`src/source/eth_rx_pkg.sv`:
```
package eth_rx_pkg;

  // preamble plus the start frame delimiter, in bytes.
  localparam int PREAMBLE_LEN = 8;

  // destination, source and ethertype.
  localparam int MAC_HDR_LEN = 14;

  localparam int FCS_LEN = 4;

  // shortest frame on the wire that still carries a whole header and its FCS.
  localparam int MIN_FRAME_LEN = PREAMBLE_LEN + MAC_HDR_LEN + FCS_LEN;

  typedef logic [47:0] mac_addr_t;
  typedef logic [15:0] ethertype_t;

  // counts the bytes after the start delimiter, FCS included.
  typedef logic [15:0] frame_len_t;

  // reflected form of the IEEE 802.3 polynomial.
  localparam logic [31:0] CRC_POLY = 32'hEDB88320;
  localparam logic [31:0] CRC_INIT = 32'hFFFFFFFF;

  // register value left after a good frame has been run through together with its FCS.
  localparam logic [31:0] CRC_RESIDUE = 32'hDEBB20E3;

  // width of a port index, never below one bit.
  function automatic int port_w(input int n);
    return (n > 1) ? $clog2(n) : 1;
  endfunction

endpackage : eth_rx_pkg

```
`src/source/crc32.sv`:
```
module crc32 (
  input  logic       clk,
  input  logic       fsm_rst,
  input  logic [7:0] dat,
  input  logic       val,
  input  logic       clr,
  output logic       ok
);

  import eth_rx_pkg::*;

  logic [31:0] crc;

  // one byte through the reflected CRC, least significant bit first.
  function automatic logic [31:0] crc_byte(input logic [31:0] c_in, input logic [7:0] d);
    logic [31:0] c;
    c = c_in ^ {24'h0, d};
    for (int b = 0; b < 8; b++) begin
      if (c[0]) begin
        c = (c >> 1) ^ CRC_POLY;
      end else begin
        c = c >> 1;
      end
    end
    return c;
  endfunction

  always_ff @(posedge clk) begin
    if (fsm_rst) begin
      crc <= CRC_INIT;
    end else if (clr) begin
      // the receiver clears at the end of every frame.
      crc <= CRC_INIT;
    end else if (val) begin
      crc <= crc_byte(crc, dat);
    end
  end

  // no final inversion is applied, so a good frame lands on the fixed residue.
  assign ok = (crc == CRC_RESIDUE);

endmodule : crc32

```
`src/source/phy_rx_gate.sv`:
```
module phy_rx_gate #(
  parameter int NUM_PORTS = 4,
  parameter int MIN_IFG   = 12
) (
  input  logic                 clk,
  input  logic                 fsm_rst,
  input  logic [7:0]           phy_dat [NUM_PORTS],
  input  logic [NUM_PORTS-1:0] phy_val,
  output logic [7:0]           gated_dat [NUM_PORTS],
  output logic [NUM_PORTS-1:0] gated_val,
  output logic [NUM_PORTS-1:0] gap_drop
);

  localparam int CNT_W = (MIN_IFG > 0) ? $clog2(MIN_IFG + 1) : 1;
  localparam logic [CNT_W-1:0] IFG_MAX = CNT_W'(MIN_IFG);

  for (genvar p = 0; p < NUM_PORTS; p++) begin : g_port
    // idle cycles since phy_val last fell, saturating at MIN_IFG.
    logic [CNT_W-1:0] idle_cnt;
    logic             val_q;
    logic             supp;
    logic             rise;
    logic             short_gap;
    logic             block;
    logic             gval_q;
    logic             drop_q;
    logic [7:0]       dat_q;

    assign rise      = phy_val[p] && !val_q;
    assign short_gap = (idle_cnt < IFG_MAX);

    // the decision is taken on the first byte and then held for the whole frame.
    assign block = rise ? short_gap : supp;

    always_ff @(posedge clk) begin
      if (fsm_rst) begin
        idle_cnt <= IFG_MAX;
        val_q    <= 1'b0;
        supp     <= 1'b0;
        gval_q   <= 1'b0;
        drop_q   <= 1'b0;
      end else begin
        val_q  <= phy_val[p];
        gval_q <= phy_val[p] && !block;
        // registered, so the pulse lines up with the first gated byte slot.
        drop_q <= rise && short_gap;
        if (phy_val[p]) begin
          idle_cnt <= '0;
          supp     <= block;
        end else begin
          supp <= 1'b0;
          if (idle_cnt != IFG_MAX) begin
            idle_cnt <= idle_cnt + 1'b1;
          end
        end
      end
    end

    always_ff @(posedge clk) begin
      dat_q <= phy_dat[p];
    end

    assign gated_dat[p] = dat_q;
    assign gated_val[p] = gval_q;
    assign gap_drop[p]  = drop_q;
  end

endmodule : phy_rx_gate

```
`src/source/mac_rx.sv`:
```
module mac_rx (
  input  logic                   clk,
  input  logic                   fsm_rst,
  input  logic [7:0]             rx_dat,
  input  logic                   rx_val,
  output eth_rx_pkg::mac_addr_t  hdr_dst,
  output eth_rx_pkg::mac_addr_t  hdr_src,
  output eth_rx_pkg::ethertype_t hdr_type,
  output eth_rx_pkg::frame_len_t frame_len,
  output logic                   fcs_ok,
  output logic                   done,
  output logic                   runt
);

  import eth_rx_pkg::*;

  localparam frame_len_t DATA_START = frame_len_t'(PREAMBLE_LEN);
  localparam frame_len_t HDR_END    = frame_len_t'(PREAMBLE_LEN + MAC_HDR_LEN);
  localparam frame_len_t MIN_CNT    = frame_len_t'(MIN_FRAME_LEN);

  // index of the current byte within the frame, preamble included.
  frame_len_t byte_cnt;
  logic       val_q;
  logic       fall;
  logic       long_enough;
  logic       crc_en;
  logic       in_hdr;
  logic       crc_ok;

  // hdr[0] holds the most recent header byte.
  logic [7:0] hdr [MAC_HDR_LEN];

  assign fall        = val_q && !rx_val;
  assign long_enough = (byte_cnt >= MIN_CNT);

  // the CRC covers everything after the start delimiter, FCS included.
  assign crc_en = rx_val && (byte_cnt >= DATA_START);
  assign in_hdr = crc_en && (byte_cnt < HDR_END);

  crc32 u_crc (
    .clk     (clk),
    .fsm_rst (fsm_rst),
    .dat     (rx_dat),
    .val     (crc_en),
    .clr     (fall),
    .ok      (crc_ok)
  );

  always_ff @(posedge clk) begin
    if (fsm_rst) begin
      byte_cnt <= '0;
      val_q    <= 1'b0;
      done     <= 1'b0;
      runt     <= 1'b0;
    end else begin
      val_q <= rx_val;
      // one cycle to see the falling edge and one to register the verdict.
      done  <= fall && long_enough;
      runt  <= fall && !long_enough;
      if (fall) begin
        byte_cnt <= '0;
      end else if (rx_val) begin
        byte_cnt <= byte_cnt + 1'b1;
      end
    end
  end

  always_ff @(posedge clk) begin
    if (in_hdr) begin
      hdr[0] <= rx_dat;
      for (int i = MAC_HDR_LEN - 1; i > 0; i--) begin
        hdr[i] <= hdr[i-1];
      end
    end
  end

  // results only move on a good-length frame, so a runt leaves the last descriptor intact.
  always_ff @(posedge clk) begin
    if (fall && long_enough) begin
      hdr_dst   <= {hdr[13], hdr[12], hdr[11], hdr[10], hdr[9], hdr[8]};
      hdr_src   <= {hdr[7], hdr[6], hdr[5], hdr[4], hdr[3], hdr[2]};
      hdr_type  <= {hdr[1], hdr[0]};
      frame_len <= byte_cnt - DATA_START;
      fcs_ok    <= crc_ok;
    end
  end

endmodule : mac_rx

```
`src/source/rx_desc_arbiter.sv`:
```
module rx_desc_arbiter #(
  parameter int NUM_PORTS = 4
) (
  input  logic                                    clk,
  input  logic                                    fsm_rst,
  input  eth_rx_pkg::mac_addr_t                   hdr_dst [NUM_PORTS],
  input  eth_rx_pkg::mac_addr_t                   hdr_src [NUM_PORTS],
  input  eth_rx_pkg::ethertype_t                  hdr_type [NUM_PORTS],
  input  eth_rx_pkg::frame_len_t                  frame_len [NUM_PORTS],
  input  logic [NUM_PORTS-1:0]                    fcs_ok,
  input  logic [NUM_PORTS-1:0]                    done,
  output logic                                    desc_val,
  output logic [eth_rx_pkg::port_w(NUM_PORTS)-1:0] desc_port,
  output eth_rx_pkg::mac_addr_t                   desc_dst,
  output eth_rx_pkg::mac_addr_t                   desc_src,
  output eth_rx_pkg::ethertype_t                  desc_type,
  output eth_rx_pkg::frame_len_t                  desc_len,
  output logic                                    desc_fcs_ok
);

  import eth_rx_pkg::*;

  localparam int PW = port_w(NUM_PORTS);

  mac_addr_t            hold_dst [NUM_PORTS];
  mac_addr_t            hold_src [NUM_PORTS];
  ethertype_t           hold_type [NUM_PORTS];
  frame_len_t           hold_len [NUM_PORTS];
  logic [NUM_PORTS-1:0] hold_fcs;

  logic [NUM_PORTS-1:0] full;
  logic [NUM_PORTS-1:0] pend;
  logic [PW-1:0]        last;
  logic [PW-1:0]        pick;
  logic                 found;

  // a port that finishes this cycle can be served straight away, which keeps a lone
  // frame at one cycle of latency.
  assign pend = full | done;

  // round robin starting just after the last port served.
  always_comb begin
    int idx;
    found = 1'b0;
    pick  = '0;
    for (int i = 1; i <= NUM_PORTS; i++) begin
      idx = int'(last) + i;
      if (idx >= NUM_PORTS) begin
        idx = idx - NUM_PORTS;
      end
      if (!found && pend[idx]) begin
        found = 1'b1;
        pick  = PW'(idx);
      end
    end
  end

  always_ff @(posedge clk) begin
    if (fsm_rst) begin
      desc_val <= 1'b0;
      full     <= '0;
      last     <= PW'(NUM_PORTS - 1);
    end else begin
      desc_val <= found;
      if (found) begin
        last <= pick;
      end
      for (int p = 0; p < NUM_PORTS; p++) begin
        if (found && pick == PW'(p)) begin
          full[p] <= 1'b0;
        end
        // a done that was served directly never occupies the register.
        if (done[p] && !(found && pick == PW'(p) && !full[p])) begin
          full[p] <= 1'b1;
        end
      end
    end
  end

  always_ff @(posedge clk) begin
    for (int p = 0; p < NUM_PORTS; p++) begin
      if (done[p]) begin
        hold_dst[p]  <= hdr_dst[p];
        hold_src[p]  <= hdr_src[p];
        hold_type[p] <= hdr_type[p];
        hold_len[p]  <= frame_len[p];
        hold_fcs[p]  <= fcs_ok[p];
      end
    end
    if (found) begin
      desc_port <= pick;
      if (full[pick]) begin
        desc_dst    <= hold_dst[pick];
        desc_src    <= hold_src[pick];
        desc_type   <= hold_type[pick];
        desc_len    <= hold_len[pick];
        desc_fcs_ok <= hold_fcs[pick];
      end else begin
        desc_dst    <= hdr_dst[pick];
        desc_src    <= hdr_src[pick];
        desc_type   <= hdr_type[pick];
        desc_len    <= frame_len[pick];
        desc_fcs_ok <= fcs_ok[pick];
      end
    end
  end

endmodule : rx_desc_arbiter

```
`src/source/eth_rx_multiport.sv`:
```
module eth_rx_multiport #(
  parameter int NUM_PORTS = 4,
  parameter int MIN_IFG   = 12
) (
  input  logic                                    clk,
  input  logic                                    fsm_rst,
  input  logic [7:0]                              phy_dat [NUM_PORTS],
  input  logic [NUM_PORTS-1:0]                    phy_val,
  output logic                                    desc_val,
  output logic [eth_rx_pkg::port_w(NUM_PORTS)-1:0] desc_port,
  output eth_rx_pkg::mac_addr_t                   desc_dst,
  output eth_rx_pkg::mac_addr_t                   desc_src,
  output eth_rx_pkg::ethertype_t                  desc_type,
  output eth_rx_pkg::frame_len_t                  desc_len,
  output logic                                    desc_fcs_ok,
  output logic [NUM_PORTS-1:0]                    gap_drop,
  output logic [NUM_PORTS-1:0]                    runt
);

  import eth_rx_pkg::*;

  logic [7:0]           gated_dat [NUM_PORTS];
  logic [NUM_PORTS-1:0] gated_val;

  mac_addr_t            rx_dst [NUM_PORTS];
  mac_addr_t            rx_src [NUM_PORTS];
  ethertype_t           rx_type [NUM_PORTS];
  frame_len_t           rx_len [NUM_PORTS];
  logic [NUM_PORTS-1:0] rx_fcs_ok;
  logic [NUM_PORTS-1:0] rx_done;

  phy_rx_gate #(
    .NUM_PORTS (NUM_PORTS),
    .MIN_IFG   (MIN_IFG)
  ) u_gate (
    .clk       (clk),
    .fsm_rst   (fsm_rst),
    .phy_dat   (phy_dat),
    .phy_val   (phy_val),
    .gated_dat (gated_dat),
    .gated_val (gated_val),
    .gap_drop  (gap_drop)
  );

  for (genvar p = 0; p < NUM_PORTS; p++) begin : g_rx
    mac_rx u_mac_rx (
      .clk       (clk),
      .fsm_rst   (fsm_rst),
      .rx_dat    (gated_dat[p]),
      .rx_val    (gated_val[p]),
      .hdr_dst   (rx_dst[p]),
      .hdr_src   (rx_src[p]),
      .hdr_type  (rx_type[p]),
      .frame_len (rx_len[p]),
      .fcs_ok    (rx_fcs_ok[p]),
      .done      (rx_done[p]),
      .runt      (runt[p])
    );
  end

  rx_desc_arbiter #(
    .NUM_PORTS (NUM_PORTS)
  ) u_arb (
    .clk         (clk),
    .fsm_rst     (fsm_rst),
    .hdr_dst     (rx_dst),
    .hdr_src     (rx_src),
    .hdr_type    (rx_type),
    .frame_len   (rx_len),
    .fcs_ok      (rx_fcs_ok),
    .done        (rx_done),
    .desc_val    (desc_val),
    .desc_port   (desc_port),
    .desc_dst    (desc_dst),
    .desc_src    (desc_src),
    .desc_type   (desc_type),
    .desc_len    (desc_len),
    .desc_fcs_ok (desc_fcs_ok)
  );

endmodule : eth_rx_multiport

```
`config.mk`:
```
export PLATFORM = sky130hd
export DESIGN_NAME = eth_rx_multiport
export DESIGN_NICKNAME = d
export VERILOG_FILES = /design/src/source/eth_rx_pkg.sv /design/src/source/crc32.sv /design/src/source/phy_rx_gate.sv /design/src/source/mac_rx.sv /design/src/source/rx_desc_arbiter.sv /design/src/source/eth_rx_multiport.sv
export SDC_FILE = /design/constraint.sdc
export NUM_CORES = 2
export LEC_CHECK = 0
export BUFFER_PORTS_ARGS = -buffer_cell sky130_fd_sc_hd__buf_2
export CAP_MARGIN = 20
export CORE_MARGIN = 2
export CORE_UTILIZATION = 37
export CTS_CLUSTER_DIAMETER = 30
export CTS_CLUSTER_SIZE = 10
export DETAILED_ROUTE_END_ITERATION = 16
export GPL_TIMING_DRIVEN = 0
export SYNTH_ARGS = -nofsm -noshare
export SYNTH_HDL_FRONTEND = slang
export SYNTH_SLANG_ARGS = --single-unit
```
`constraint.sdc`:
```
create_clock -name clk -period 12.53 [get_ports clk]
set_input_delay 1.8795 -clock clk [delete_from_list [all_inputs] [get_ports clk]]
set_output_delay 1.8795 -clock clk [all_outputs]
set_load 0.005 [all_outputs]
```
==> metrics <==
outcome complete, no violations; largest net degree at the start of global routing 57; Synth top area share 67.6%; Synth Warn # 0; Core Area 192000 um^2; first-pass GRT wire length 295 mm; CTS-repair resized insts 0; top cells by area, synth edfxtp_1, dfxtp_1, a21oi_1, nand2_1, a22oi_1; via count 43400; GRT overflow 0; hpwl dp 139 mm; CTS sink count 1886; mux cell area share after synthesis 2.86%; Startpoint Class flop; top-count cell post-synth edfxtp_1; clock skew 0.113 ns; reg2reg start g_rx[2].u_mac_rx.done$_SDFF_PP0_; Yosys reg bits 1886; root buf cell clkbuf_16; global placement routability congestion 0.843; number of clock buffers inserted by TritonCTS 387; Post-Synth Adder-Cell Area 0.451%; Hold Crit Class flop to flop; H-tree levels 5; die width 444 um; Pwr Density roughly 190 nW/um^2; max-cap viol count 0; fin crit share 35.4%; syn_area_per_cell ~15 um^2; largest family of logic cells by synthesized area compound AO/OA/AOI/OAI gates; Vias per Instance 5.27; CP delay by family, top buffers and inverters; RSZ-0062 raised after global routing false; Max Freq 226 MHz; Antenna Nets Post-Route 0; share of cells above drive strength 1 20.7%; Tmin final 4.43 ns; CP bufs+invs 4; sequential share of power 39.7%; relative slew slack ~19%; crit path max-delay cell type clkbuf_1; Post-Synth XOR/XNOR Area about 5%; post-layout util 46.9%; VDD IR max 0.000155 V; Final nets 5455; switching power 0.00338 W; crit path from g_rx[2].u_mac_rx.done$_SDFF_PP0_; Pint ~0.014 W; Critical Path AT 5.17 ns; CP endpoint kind flop; die area between 150000 and 200000 um^2; synth unique cells 62; Hold Fails Final Rpt 0; Max Slew Vio Count 0; Combinational Power Share under 10%; sequential area share after synthesis about three quarters; gr usage total 20.5%; simple-gate share of the synthesized area ~6.1%; die height 444 um; Hold-fix buffers, CTS 0; worst hold path endpoint g_rx[1].u_mac_rx.hdr_dst[47]$_DFFE_PP_; clock share of power approximately three fifths; Gate Count Post-Synth between 4000 and 5000; Worst R2R Path Depth 10; Setup CP Type flop to flop; P&R area growth vs syn 26.0%; crit-path cells buf_16 > o21ba_2 > o32ai_1 > a211oi_2 > buf_2 > clkbuf_1 > buf_2 > a21oi_1 > a22oi_1 > mux2_2; worst slew pin tran 1.21 ns; net switching share of the total power 19.8%; DRC violations left 0; initial antenna violation count 10; WL/cell around 25 um; hold depth 0; Clock transition at path regs 0.05 ns; row cnt 161; Leak Pwr 33.8 nW; CTS tree yes; pre-CTS setup slack 8.06 ns; vias in the first global route 43300; later-pin clock latency in the skew report 0.96 ns; Compound-Gate Fraction of Synth Area just over 8%; setup violators final 0; post-synth net total between 4000 and 5000; worst stage delay on the critical path 0.94 ns; DRT iter0 DRCs 5268; post-route setup slack 8.10 ns; TritonRoute pass-1 iters 6; final hold slack ~0.4 ns; starting density of the core a little under two fifths; r2r endpoint u_arb.desc_dst[3]$_DFFE_PP_; Req. time, crit path approximately 13 ns; Synth async-reset ratio 0%; R2R Setup Slk just over 8 ns; WP depth 10; CP max FO 38; synthesized area between 70000 and 80000 um^2; Setup Buffers After CTS 0; Post-synth top cells edfxtp_1, nand2_1, a21oi_1, dfxtp_1, a22oi_1; Yosys top cell by area edfxtp_1; IO Port Bufs 177; HP Start g_rx[1].u_mac_rx.hdr[13][7]$_DFFE_PP_; Crit path top cell by count buf_2; I/O pins approximately 180; CTS max path bufs 4; Post-synth EDFFs 1611; Routed WL 207 mm; Synth Flop Type edfxtp_1
power by group through the flow:
stage / clock network (W) / logic, W / registers [W]
6_report: 0.0101 / 0.000225 / 0.00676
5_1_grt: 0.0105 / 0.000246 / 0.00676
4_1_cts: 0.0101 / 0.000226 / 0.00676
3_5_place_dp: 0 / 0.000224 / 0.00688
3_3_place_gp: 0 / 0.000223 / 0.00688
2_1_floorplan: 0 / 0.000175 / 0.00687
cell usage in the layout, fill, tap and decap left out, types with 28 or more instances in the layout:
master      netlist  layout
clkinv_1          0      56
inv_1            30      30
nand3_1          28      28
xnor2_1         218     218
buf_6             3      46
clkinvlp_4        0      47
clkbuf_1        125     169
nor2_1          114     110
xor2_1          151     151
nand2_1         699     698
mux2_4          110     110
bufinv_16         0      54
nor3_1           32      29
buf_2           100     279
o211ai_1        117     117
edfxtp_1       1611    1611
a21oi_1         541     541
clkinv_2          0      58
buf_12           11      32
clkbuf_16         0     390
dfxtp_1         275     271
a22oi_1         260     260
through the flow:
step | power [W] | setup TNS [ns] | area [um^2] | instances
finish | 0.0170 | 0 | 90200 | 8226
global route | 0.0175 | 0 | 90200 | 8222
CTS | 0.0171 | 0 | 90200 | 8219
detailed placement | 0.00710 | 0 | 77300 | 7526
global placement | 0.00710 | -2730.87 | 75600 | 7430
floorplan | 0.00704 | 0 | 71600 | 4727
logic make-up after synthesis:
| group | after synthesis |
|---|---|
| adder cells (fa/ha/maj) | 26 |
| buffers and inverters | 302 |
| AO/OA/AOI/OAI | 960 |
| AND/OR/NAND/NOR | 1018 |
| multiplexers | 147 |
| XOR/XNOR | 388 |
| flip-flops | 1886 |
how the worst max path moves through the flow:
stage / endpoint / slack (ns)
CTS: u_arb.desc_dst[4]$_DFFE_PP_ / 8.22
detailed placement: g_rx[0].u_mac_rx.runt$_SDFF_PP0_ / 8.06
floorplan: g_rx[0].u_mac_rx.hdr[0][0]$_DFFE_PP_ / 2.39
finish: u_arb.desc_dst[3]$_DFFE_PP_ / 8.10
global placement: g_rx[0].u_mac_rx.hdr[13][4]$_DFFE_PP_ / -6.34
global route: u_arb.desc_dst[2]$_DFFE_PP_ / 8.05
final cells by class:
type | instances | area (um^2)
fill | 16400 | 102000
sequential | 1886 | 53900
multi-input combinational | 2539 | 16300
clock buffer | 447 | 10100
tap | 2526 | 3160
clock inverter | 246 | 2760
timing repair buffer | 276 | 2500
buffer | 270 | 1390
inverter | 32 | 120
antenna | 4 | 10.0
flip-flops by register name, indices dropped and copies added (netlist names), 64 cells and up:
name and cells:
g_rx.u_mac_rx.hdr_src 192, g_rx.u_mac_rx.hdr_type 64, g_rx.u_mac_rx.frame_len 64, g_rx.u_mac_rx.u_crc.crc 128
u_arb.hold_len 64, g_rx.u_mac_rx.hdr 448, g_rx.u_mac_rx.byte_cnt 64, u_arb.hold_dst 192
u_arb.hold_type 64, u_arb.hold_src 192, g_rx.u_mac_rx.hdr_dst 192
layer usage:
layer  share of wire, %  GRT usage [%]  vias to the layer above  routed length (um)
met2                 48           33.4                     2190               98900
met5             0.0034              0                        -                   7
met1                 39           26.2                    21600               81200
li1                   -              -                    19100                   -
met4                4.4           9.48                        2                9130
met3                8.4           4.56                      439               17400
worst reg2reg max path, cell delays in order, from the launching register on:
cell and delay, ns:
dfxtp_4 0.83, buf_16 0.35, o21ba_2 0.22, o32ai_1 0.08, a211oi_2 0.28, buf_2 0.45, clkbuf_1 0.95, buf_2 0.50
a21oi_1 0.09, a22oi_1 0.21, mux2_2 0.29
Note: power is estimated with default switching activity, not from simulation.
